==> src/hdl/ex_pkg.sv <==
`default_nettype none

package ex_pkg;

    //////////////////////////////////////////////////
    // widths
    //////////////////////////////////////////////////
    localparam int WORD_W     = 32;
    localparam int DWORD_W    = 64;
    localparam int REG_ADDR_W = 5;
    localparam int SHAMT_W    = 5;
    localparam int CLZ_NONE   = 32;     // clz/clo count for no match

    typedef logic [WORD_W-1:0]     word_t;
    typedef logic [DWORD_W-1:0]    dword_t;     // product, hi/lo pair
    typedef logic [REG_ADDR_W-1:0] reg_addr_t;
    typedef logic [SHAMT_W-1:0]    shamt_t;

    //////////////////////////////////////////////////
    // operations seen by the execute stage
    //////////////////////////////////////////////////
    // immediate forms arrive here as the register form
    typedef enum logic [4:0] {
        NOP   = 5'd0,
        AND   = 5'd1,
        OR    = 5'd2,
        XOR   = 5'd3,
        NOR   = 5'd4,
        SLL   = 5'd5,
        SRL   = 5'd6,
        SRA   = 5'd7,
        ADD   = 5'd8,
        ADDU  = 5'd9,
        SUB   = 5'd10,
        SUBU  = 5'd11,
        SLT   = 5'd12,
        SLTU  = 5'd13,
        CLZ   = 5'd14,
        CLO   = 5'd15,
        TEQ   = 5'd16,
        TNE   = 5'd17,
        TGE   = 5'd18,
        TGEU  = 5'd19,
        TLT   = 5'd20,
        TLTU  = 5'd21,
        MULT  = 5'd22,
        MULTU = 5'd23,
        MTHI  = 5'd24,
        MTLO  = 5'd25,
        MFHI  = 5'd26,
        MFLO  = 5'd27,
        LINK  = 5'd28
    } op_e;

    // decode -> execute
    typedef struct packed {
        op_e       op;
        word_t     rs_data;
        word_t     rt_data;
        word_t     link_addr;   // return address for jal/jalr
        reg_addr_t dest;
        logic      gpr_we;
    } ex_req_t;

    // execute -> memory stage
    typedef struct packed {
        word_t     result;
        reg_addr_t dest;
        logic      gpr_we;
        logic      ovf_exc;
        logic      trap_exc;
    } ex_resp_t;

endpackage

`default_nettype wire

==> src/hdl/ex_arith_unit.sv <==
`timescale 1ns/1ps
`default_nettype none

module ex_arith_unit (
    input  wire ex_pkg::op_e   op_i,
    input  wire ex_pkg::word_t rs_i,
    input  wire ex_pkg::word_t rt_i,
    output ex_pkg::word_t      result_o,
    output logic               overflow_o,
    output logic               trap_o
);
    import ex_pkg::*;

    logic  do_sub;      // subtract rt instead of add
    logic  signed_cmp;
    word_t addend;      // rt or its inverse, carry-in completes the negation
    word_t sum;
    logic  rs_lt_rt;

    // position of the first one from the msb
    function automatic word_t lead_zero_count(input word_t value);
        word_t count;
        begin
            count = word_t'(CLZ_NONE);
            for (int i = 0; i < WORD_W; i++)
            begin
                if (value[i])
                    count = word_t'(WORD_W - 1 - i);    // highest set bit wins
            end
            return count;
        end
    endfunction

    //////////////////////////////////////////////////
    // adder
    //////////////////////////////////////////////////
    assign signed_cmp = (op_i == SLT) || (op_i == TGE) || (op_i == TLT);
    assign do_sub     = (op_i == SUB) || (op_i == SUBU) || signed_cmp;

    assign addend = do_sub ? ~rt_i : rt_i;
    assign sum    = rs_i + addend + word_t'(do_sub);

    // operands of equal sign giving a sum of the other sign
    assign overflow_o = (rs_i[WORD_W-1] == addend[WORD_W-1]) &&
                        (sum[WORD_W-1] != rs_i[WORD_W-1]);

    // signs differ: rs negative means less; else the difference decides
    always_comb
    begin
        if (signed_cmp)
        begin
            if (rs_i[WORD_W-1] != rt_i[WORD_W-1])
                rs_lt_rt = rs_i[WORD_W-1];
            else
                rs_lt_rt = sum[WORD_W-1];
        end
        else
        begin
            rs_lt_rt = (rs_i < rt_i);
        end
    end

    //////////////////////////////////////////////////
    // result and trap
    //////////////////////////////////////////////////
    always_comb
    begin
        case (op_i)
            ADD, ADDU, SUB, SUBU: result_o = sum;
            SLT, SLTU:            result_o = word_t'(rs_lt_rt);
            CLZ:                  result_o = lead_zero_count(rs_i);
            CLO:                  result_o = lead_zero_count(~rs_i);   // ones become zeros
            default:              result_o = '0;
        endcase
    end

    always_comb
    begin
        case (op_i)
            TEQ:       trap_o = (rs_i == rt_i);
            TNE:       trap_o = (rs_i != rt_i);
            TGE, TGEU: trap_o = ~rs_lt_rt;
            TLT, TLTU: trap_o = rs_lt_rt;
            default:   trap_o = 1'b0;
        endcase
    end

endmodule

`default_nettype wire

==> src/hdl/ex_logic_shift_unit.sv <==
`timescale 1ns/1ps
`default_nettype none

module ex_logic_shift_unit (
    input  wire ex_pkg::op_e   op_i,
    input  wire ex_pkg::word_t rs_i,
    input  wire ex_pkg::word_t rt_i,
    output ex_pkg::word_t      result_o
);
    import ex_pkg::*;

    shamt_t shamt;
    word_t  sra_res;

    // variable shifts take the amount from rs
    assign shamt = rs_i[SHAMT_W-1:0];

    // sign bit of rt fills from the top
    assign sra_res = word_t'($signed(rt_i) >>> shamt);

    //////////////////////////////////////////////////
    // logic and shift select
    //////////////////////////////////////////////////
    always_comb
    begin
        case (op_i)
            AND:
                result_o = rs_i & rt_i;     // andi too
            OR:
                result_o = rs_i | rt_i;
            XOR:
                result_o = rs_i ^ rt_i;
            NOR:
                result_o = ~(rs_i | rt_i);
            SLL:
                result_o = rt_i << shamt;   // zero fill
            SRL:
                result_o = rt_i >> shamt;
            SRA:
                result_o = sra_res;
            default:
                result_o = '0;
        endcase
    end

endmodule

`default_nettype wire

==> src/hdl/ex_mul_hilo.sv <==
`timescale 1ns/1ps
`default_nettype none

module ex_mul_hilo (
    input  wire                clk,
    input  wire                rst,
    input  wire                accept_i,
    input  wire ex_pkg::op_e   op_i,
    input  wire ex_pkg::word_t rs_i,
    input  wire ex_pkg::word_t rt_i,
    output ex_pkg::word_t      result_o
);
    import ex_pkg::*;

    logic   is_signed;      // mult, not multu
    logic   neg_product;
    word_t  rs_mag;
    word_t  rt_mag;
    dword_t product_mag;
    dword_t product;

    word_t  hi_q;
    word_t  lo_q;

    //////////////////////////////////////////////////
    // multiplier
    //////////////////////////////////////////////////
    assign is_signed = (op_i == MULT);

    // magnitudes for mult, raw operands for multu
    assign rs_mag = (is_signed && rs_i[WORD_W-1]) ? -rs_i : rs_i;
    assign rt_mag = (is_signed && rt_i[WORD_W-1]) ? -rt_i : rt_i;

    assign product_mag = dword_t'(rs_mag) * dword_t'(rt_mag);

    assign neg_product = is_signed && (rs_i[WORD_W-1] ^ rt_i[WORD_W-1]);
    assign product     = neg_product ? -product_mag : product_mag;

    //////////////////////////////////////////////////
    // hi/lo pair
    //////////////////////////////////////////////////
    always_ff @(posedge clk)
    begin
        if (rst)
        begin
            hi_q <= '0;
            lo_q <= '0;
        end
        else if (accept_i)
        begin
            case (op_i)
                MULT, MULTU:
                begin
                    hi_q <= product[DWORD_W-1:WORD_W];
                    lo_q <= product[WORD_W-1:0];
                end
                MTHI:
                begin
                    hi_q <= rs_i;       // lo untouched
                end
                MTLO:
                begin
                    lo_q <= rs_i;
                end
                default:
                begin
                    hi_q <= hi_q;
                    lo_q <= lo_q;
                end
            endcase
        end
    end

    // moves out of hi/lo
    always_comb
    begin
        case (op_i)
            MFHI:    result_o = hi_q;
            MFLO:    result_o = lo_q;
            default: result_o = '0;
        endcase
    end

endmodule

`default_nettype wire

==> src/hdl/ex_result_reg.sv <==
`timescale 1ns/1ps
`default_nettype none

module ex_result_reg (
    input  wire                  clk,
    input  wire                  rst,
    input  wire                  valid_i,
    input  wire                  stall_i,
    input  wire ex_pkg::ex_req_t req_i,
    input  wire ex_pkg::word_t   arith_i,
    input  wire ex_pkg::word_t   logic_shift_i,
    input  wire ex_pkg::word_t   mul_i,
    input  wire                  overflow_i,
    input  wire                  trap_i,
    output logic                 valid_o,
    output ex_pkg::ex_resp_t     resp_o
);
    import ex_pkg::*;

    logic     ovf_kill;     // signed add/sub overflowed
    ex_resp_t resp_d;

    //////////////////////////////////////////////////
    // result select
    //////////////////////////////////////////////////
    assign ovf_kill = ((req_i.op == ADD) || (req_i.op == SUB)) && overflow_i;

    always_comb
    begin
        resp_d.dest     = req_i.dest;
        resp_d.gpr_we   = req_i.gpr_we & ~ovf_kill;     // no write on exception
        resp_d.ovf_exc  = ovf_kill;
        resp_d.trap_exc = trap_i;
        case (req_i.op)
            AND, OR, XOR, NOR, SLL, SRL, SRA:
                resp_d.result = logic_shift_i;
            ADD, ADDU, SUB, SUBU, SLT, SLTU, CLZ, CLO:
                resp_d.result = arith_i;
            MFHI, MFLO:
                resp_d.result = mul_i;
            LINK:
                resp_d.result = req_i.link_addr;
            default:
                resp_d.result = '0;     // nop, traps, mult, mthi/mtlo
        endcase
    end

    // output register, frozen while downstream stalls
    always_ff @(posedge clk)
    begin
        if (rst)
        begin
            valid_o <= 1'b0;
            resp_o  <= '0;
        end
        else if (!stall_i)
        begin
            valid_o <= valid_i;
            if (valid_i)
                resp_o <= resp_d;
        end
    end

endmodule

`default_nettype wire

==> src/hdl/ex_stage.sv <==
`timescale 1ns/1ps
`default_nettype none

module ex_stage (
    input  wire                  clk,
    input  wire                  rst,
    input  wire                  valid_i,
    input  wire ex_pkg::ex_req_t req_i,
    input  wire                  stall_i,
    output logic                 valid_o,
    output ex_pkg::ex_resp_t     resp_o
);
    import ex_pkg::*;

    logic  accept;      // request taken this edge
    word_t arith_res;
    word_t logic_shift_res;
    word_t mul_res;
    logic  overflow;
    logic  trap;

    assign accept = valid_i & ~stall_i;

    //////////////////////////////////////////////////
    // functional units
    //////////////////////////////////////////////////
    ex_arith_unit u_arith (
        .op_i       (req_i.op),
        .rs_i       (req_i.rs_data),
        .rt_i       (req_i.rt_data),
        .result_o   (arith_res),
        .overflow_o (overflow),
        .trap_o     (trap)
    );

    ex_logic_shift_unit u_logic_shift (
        .op_i     (req_i.op),
        .rs_i     (req_i.rs_data),
        .rt_i     (req_i.rt_data),
        .result_o (logic_shift_res)
    );

    ex_mul_hilo u_mul_hilo (
        .clk      (clk),
        .rst      (rst),
        .accept_i (accept),
        .op_i     (req_i.op),
        .rs_i     (req_i.rs_data),
        .rt_i     (req_i.rt_data),
        .result_o (mul_res)
    );

    // select and register toward mem stage
    ex_result_reg u_result (
        .clk           (clk),
        .rst           (rst),
        .valid_i       (valid_i),
        .stall_i       (stall_i),
        .req_i         (req_i),
        .arith_i       (arith_res),
        .logic_shift_i (logic_shift_res),
        .mul_i         (mul_res),
        .overflow_i    (overflow),
        .trap_i        (trap),
        .valid_o       (valid_o),
        .resp_o        (resp_o)
    );

endmodule

`default_nettype wire

==> config.mk <==
export PLATFORM = sky130hd
export DESIGN_NAME = ex_stage
export DESIGN_NICKNAME = d
export VERILOG_FILES = /design/src/hdl/ex_pkg.sv /design/src/hdl/ex_arith_unit.sv /design/src/hdl/ex_logic_shift_unit.sv /design/src/hdl/ex_mul_hilo.sv /design/src/hdl/ex_result_reg.sv /design/src/hdl/ex_stage.sv
export SDC_FILE = /design/constraint.sdc
export NUM_CORES = 2
export LEC_CHECK = 0
export ABC_CLOCK_PERIOD_IN_PS = 16900
export BUFFER_PORTS_ARGS = -buffer_cell sky130_fd_sc_hd__buf_2
export CAP_MARGIN = 10
export CORE_UTILIZATION = 42
export CTS_CLUSTER_SIZE = 14
export DETAILED_ROUTE_END_ITERATION = 16
export REMOVE_ABC_BUFFERS = 1
export SLEW_MARGIN = 5
export SYNTH_ARGS = -nofsm -noshare
export SYNTH_HDL_FRONTEND = slang
export SYNTH_SLANG_ARGS = --single-unit
export TNS_END_PERCENT = 5
==> constraint.sdc <==
create_clock -name clk -period 16.9 [get_ports clk]
set_input_delay 4.225 -clock clk [delete_from_list [all_inputs] [get_ports clk]]
set_output_delay 4.225 -clock clk [all_outputs]
set_load 0.005 [all_outputs]
Yosys cells after proc, flatten, opt, wreduce, memory -nomap -nowiden
Cells that the tools add are included.
{"block": "classes", "add_sub_neg": 5, "magnitude_cmp": 1, "muxes": 77, "eq_ne": 33, "shift": 3, "bitwise": 12, "n_reduce_logical": 23, "n_mul": 1}
{"op": "6-bit two-way mux", "n": 64}
{"op": "32-bit case mux with 4 select lines", "n": 2}
{"op": "32-bit case mux with 7 select lines", "n": 1}
{"op": "32-bit case mux with 2 select lines", "n": 3}
{"op": "32-bit two-way mux", "n": 3}
{"op": "32-bit inverter", "n": 3}
{"op": "5-bit equality test (second input constant)", "n": 13}
{"op": "32-bit by 32-bit multiplier with 64-bit output", "n": 1}
{"op": "64-bit two-way mux", "n": 1}
{"op": "32-bit negation", "n": 2}
{"op": "64-bit negation", "n": 1}
{"op": "5-bit by 4-bit equality test with 1-bit output (second input constant)", "n": 8}
{"op": "32-bit by 1-bit adder with 32-bit output", "n": 1}
{"op": "32-bit adder", "n": 1}
{"op": "32-bit bitwise AND", "n": 1}
{"op": "32-bit equality test", "n": 1}
{"op": "32-bit less-than comparator", "n": 1}
{"op": "32-bit inequality test", "n": 1}
{"op": "32-bit OR", "n": 1}
{"op": "32-bit by 5-bit left shift with 32-bit output", "n": 1}
{"op": "32-bit by 5-bit right shift with 32-bit output", "n": 1}
{"op": "32-bit by 5-bit >>> shifter with 32-bit output", "n": 1}
{"op": "32-bit bitwise XOR", "n": 1}
{"op": "5-bit by 3-bit equality test with 1-bit output (second input constant)", "n": 4}
{"op": "other kinds (17)", "n": 38}
{"block": "totals", "output_inout_bits": 41, "wordCells": 163, "ff_bits": 105}

Longest topological paths before layout
{"block": "logic_depth", "word_depth": 35, "mapped_depth": 45}

By module
From an unflattened synthesis, not the netlist that was laid out.
{"block": "hier_totals", "cells_unflattened": 6366, "hier_area_um2": 51409.3}
{"mod": "ex_mul_hilo", "area_each_um2": 39415.3, "cells_each": 4794, "n_inst": 1}
{"mod": "ex_logic_shift_unit", "area_each_um2": 5813.1, "cells_each": 744, "n_inst": 1}
{"mod": "ex_arith_unit", "area_each_um2": 3667.3, "cells_each": 550, "n_inst": 1}
{"mod": "ex_result_reg", "area_each_um2": 2499.9, "cells_each": 277, "n_inst": 1}
{"mod": "ex_stage", "area_each_um2": 13.8, "cells_each": 1, "n_inst": 1}

Worst setup path before layout
OpenSTA, ideal clock, no wires.
{"block": "synth_path", "path_kind": "input-to-reg", "startpoint": "in req_i[70] (netlist bit)", "endpoint": "reg u_mul_hilo.hi_q[28]", "slack_ps": 1867, "t_required_ps": 16797, "path_buffers": 6, "cell_stages": 39, "setup_time_ps": 103, "t_arrival_ps": 14929, "cell_sequence": "clkbuf_1 inv_2 buf_1 clkbuf_1 clkbuf_1 ha_1 nand2_1 nor2_1 nand2_1 o21ai_0 o21ai_0 xnor2_1 clkbuf_1 nor2_1 fa_1 inv_1 fa_1 fa_1 (+3 left out) fa_1 fa_1 fa_1 ha_1 clkbuf_1 nand2_1 nor3_1 nand2_1 a211oi_2 nor2_2 o31ai_1 xor2_1 nand2b_1 or4_4 nor4_4 nor2_2 xor2_1 a2111oi_2"}
{"block": "synth_between", "elab_chain_cells": 6}
{"item": "start: declaration", "line": "ex_stage.sv:8", "text": "input wire ex_pkg::ex_req_t req_i,"}
{"item": "32-bit negation", "line": "ex_mul_hilo.sv:31", "text": "assign rs_mag = (is_signed && rs_i[WORD_W-1]) ? -rs_i : rs_i;"}
{"item": "32-bit two-way mux (*)", "line": "ex_mul_hilo.sv:31"}
{"item": "32-bit by 32-bit multiplier with 64-bit output (*)", "line": "ex_mul_hilo.sv:34", "text": "assign product_mag = dword_t'(rs_mag) * dword_t'(rt_mag);"}
{"item": "64-bit negation", "line": "ex_mul_hilo.sv:37", "text": "assign product = neg_product ? -product_mag : product_mag;"}
{"item": "64-bit two-way mux (*)", "line": "ex_mul_hilo.sv:37"}
{"item": "32-bit case mux with 2 select lines (*)", "line": "ex_mul_hilo.sv:51", "text": "case (op_i)"}
{"item": "end signal: assignment", "line": "ex_mul_hilo.sv:54", "text": "hi_q <= product[DWORD_W-1:WORD_W];"}
{"item": "end signal: assignment", "line": "ex_mul_hilo.sv:59", "text": "hi_q <= rs_i;"}
{"item": "end signal: assignment", "line": "ex_mul_hilo.sv:67", "text": "hi_q <= hi_q;"}
{"item": "end: declaration", "line": "ex_mul_hilo.sv:22", "text": "word_t hi_q;"}
Every way passes the cells marked *; elsewhere a longest branch is shown, timed or not.
A chain may end at the register's enable or synchronous reset.

Worst setup path in the final report
{"block": "layout_path", "startpoint": "in req_i[78] (netlist bit)", "endpoint": "reg u_mul_hilo.hi_q[14]"}
Same word-level chain as after synthesis.

==> results_dict.tcl <==
set metrics [dict create \
    gr-total-overflow 0 \
    cts_hold_buf 0 \
    fmax_ghz 0.0629 \
    finClkSkew_ns 0.0169 \
    status "finished, final reports clean" \
    core_area_sq_um 117000 \
    synthToLayoutAreaGrowth_pct 7.48 \
    cts_setup_buffers 0 \
    grt_pass1_wl_microns 324000 \
    r2r-start "u_mul_hilo.lo_q[0]$_SDFFE_PP0P_" \
    worst-endpoint-arrival_ns 16.16 \
    max_stage_delay_ns 0.94 \
    critical_path.max_fanout 12 \
    synth_edf_count 0 \
    root_buffer "clkbuf_16" \
    drtAntennaViolNets 0 \
    final.setup.tns_ns 0 \
    final_common_cell "inv_1" \
    clk-insertion-delay-late_ns 0.42 \
    layout_common_cells "inv_1 (986), fa_1 (897), nor2_1 (889)" \
    setup_viol 0 \
    hold_viol 0 \
    cts_tree "built" \
    wl_microns 222000 \
    drtIter0Drc 5922 \
    cp-endpoint "u_mul_hilo.hi_q[14]$_SDFFE_PP0P_" \
    drv_slew 0 \
    worst_pin_slew_ns 1.30 \
    netlist_instances 6287 \
    num-nets-final 7689 \
    fin_crit_sh_pct 94.1 \
    r2r_cells 8 \
    startpoint "req_i[78]" \
    clk_pin_slew_worst_paths_ns 0.08 \
    hold_depth 2 \
    ys_types 106 \
    htreeDepth 3 \
    start_util_pct 42.5 \
    grt_pass1_vias 47100 \
    routabilityCongestion 1.05 \
    relSlewSlack_pct 12.4 \
    syn_area_per_cell_sq_um 7.89 \
    ys_warn_count 0 \
    grt_antenna_before_repair 14 \
    clock_sinks 105 \
    yosysSeqAreaShare_pct 4.24 \
    numCtsBuffers 9 \
    via_per_inst 6.04 \
    rsz0062_at_grt "no" \
    min_path_type "flip-flop to flip-flop" \
    portBuffers 151 \
    cap_violations 0 \
    critPathLaunchType "primary input" \
    avgRoutedWirePerCell_microns 28.4 \
    rows 125 \
    cts_resized 0 \
    crit_path_end_kind "flip-flop" \
    grt_usage_pct 37.0 \
    vias 47200 \
    cts_max_path_buffers 2 \
    r2r_end "u_result.resp_o[8]$_SDFFE_PP0P_" \
    critical-path-slowest-cell "xnor2_1" \
    critPathKind "primary input to flip-flop" \
    die_y_microns 346 \
    dp_hpwl_microns 182000 \
    async_flop_share_pct 0 \
    min-delay-start "u_result.resp_o[2]$_SDFFE_PP0P_" \
    netlist_area_sq_um 49600 \
    r2r_slack_ns 14.23 \
    finalCriticalPeriod_ns 15.90 \
    grt_start_max_net_pins 79 \
    die_w_microns 346 \
    dr.pass1.iters 8 \
    pin_count 152 \
    cp_common_cell "fa_1" \
    dieArea_sq_um 119000 \
    synth_ff_type "dfxtp_1" \
    ys_ff_latch 105 \
    drc 0 \
    cp.required_ns 17.17 \
    drive_gt1_share_pct 8.33 \
]
-- cells in the mapped netlist (20+ instances only) --
master,number,area (sq um)
inv_1,987,3700
fa_1,897,18000
nor2_1,889,3340
nand2_1,810,3040
ha_1,399,4990
clkbuf_1,318,1190
a21oi_1,300,1500
o21ai_0,234,1170
xnor2_1,226,1980
mux2i_1,117,1170
dfxtp_1,105,2100
nor3_1,69,345
nand3_1,63,315
a211oi_1,61,458
nand4_1,56,350
a31oi_1,50,313
a221oi_1,48,420
xor2_1,45,394
a21o_1,44,330
o211ai_1,33,248
nor4_1,29,181
o31ai_1,29,218
buf_1,28,105
and2_1,27,169
nand2b_1,27,169
o2111ai_1,23,201
a22oi_1,21,158
and3_1,20,125
-- worst max-delay path: cells and delay by family --
kind	cells	cell delay (ns)
and+or+nand+nor	10	3.01
adders and majority gates	9	4.58
AOI/OAI and AO/OA	9	2.69
buffers and inverters	5	0.47
xor gates and xnor gates	2	1.16
-- worst min-delay path by stage --
stage                                  endpoint
2_1_floorplan  u_mul_hilo.hi_q[31]$_SDFFE_PP0P_
3_3_place_gp    u_result.resp_o[7]$_SDFFE_PP0P_
3_5_place_dp    u_result.resp_o[5]$_SDFFE_PP0P_
4_1_cts         u_result.resp_o[5]$_SDFFE_PP0P_
5_1_grt         u_result.resp_o[2]$_SDFFE_PP0P_
6_report        u_result.resp_o[2]$_SDFFE_PP0P_
-- cell families after synthesis --
kind of cell	count (synthesis)	synth area share, %
fa+ha+maj	1296	46.3
flops	105	4.24
simple gates	2076	17.6
buf+inv	1373	10.5
compound gates	1028	13.4
xor+xnor	272	4.82
mux	137	3.09
-- metal layers --
metal	part of all wire [%]	global-route usage [%]	vias up
met5	0.020	0	-
met4	5.2	16.3	8
met3	12	9.42	533
met2	42	54.9	2930
met1	41	50.6	23700
li1	-	-	20100
-- final cells by class --
| type | instances | area, sq um |
|---|---|---|
| fill | 11800 | 63400 |
| multi-input combinational | 4809 | 42900 |
| inverter | 999 | 3750 |
| timing repair buffer | 358 | 2330 |
| sequential | 105 | 2100 |
| tap | 1524 | 1910 |
| clock buffer | 10 | 239 |
| clock inverter | 6 | 61.3 |
| antenna | 4 | 10.0 |
-- through the flow --
step / area, sq um / std cells / worst slack (ns) / hold WS (ns) / utilization (%)
after floorplan: 48100 / 5913 / 2.28 / 0.424 / -
after global placement: 52900 / 7793 / 1.02 / 0.439 / 45.4
after detailed placement: 53000 / 7794 / 0.867 / 0.445 / 45.4
after CTS: 53300 / 7810 / 1.25 / 0.456 / 45.7
after global routing: 53300 / 7811 / 0.374 / 0.476 / 45.7
final: 53300 / 7815 / 1.00 / 0.456 / 45.7
-- state kept, by name (all words and copies together), names as in the netlist --
signal	count
u_result.resp_o	40
u_mul_hilo.hi_q	32
u_mul_hilo.lo_q	32
u_result.valid_o	1
Power is left out: the tool's default activity adds up to more than one toggle a clock period on the data nets, which glitch-free logic cannot reach.
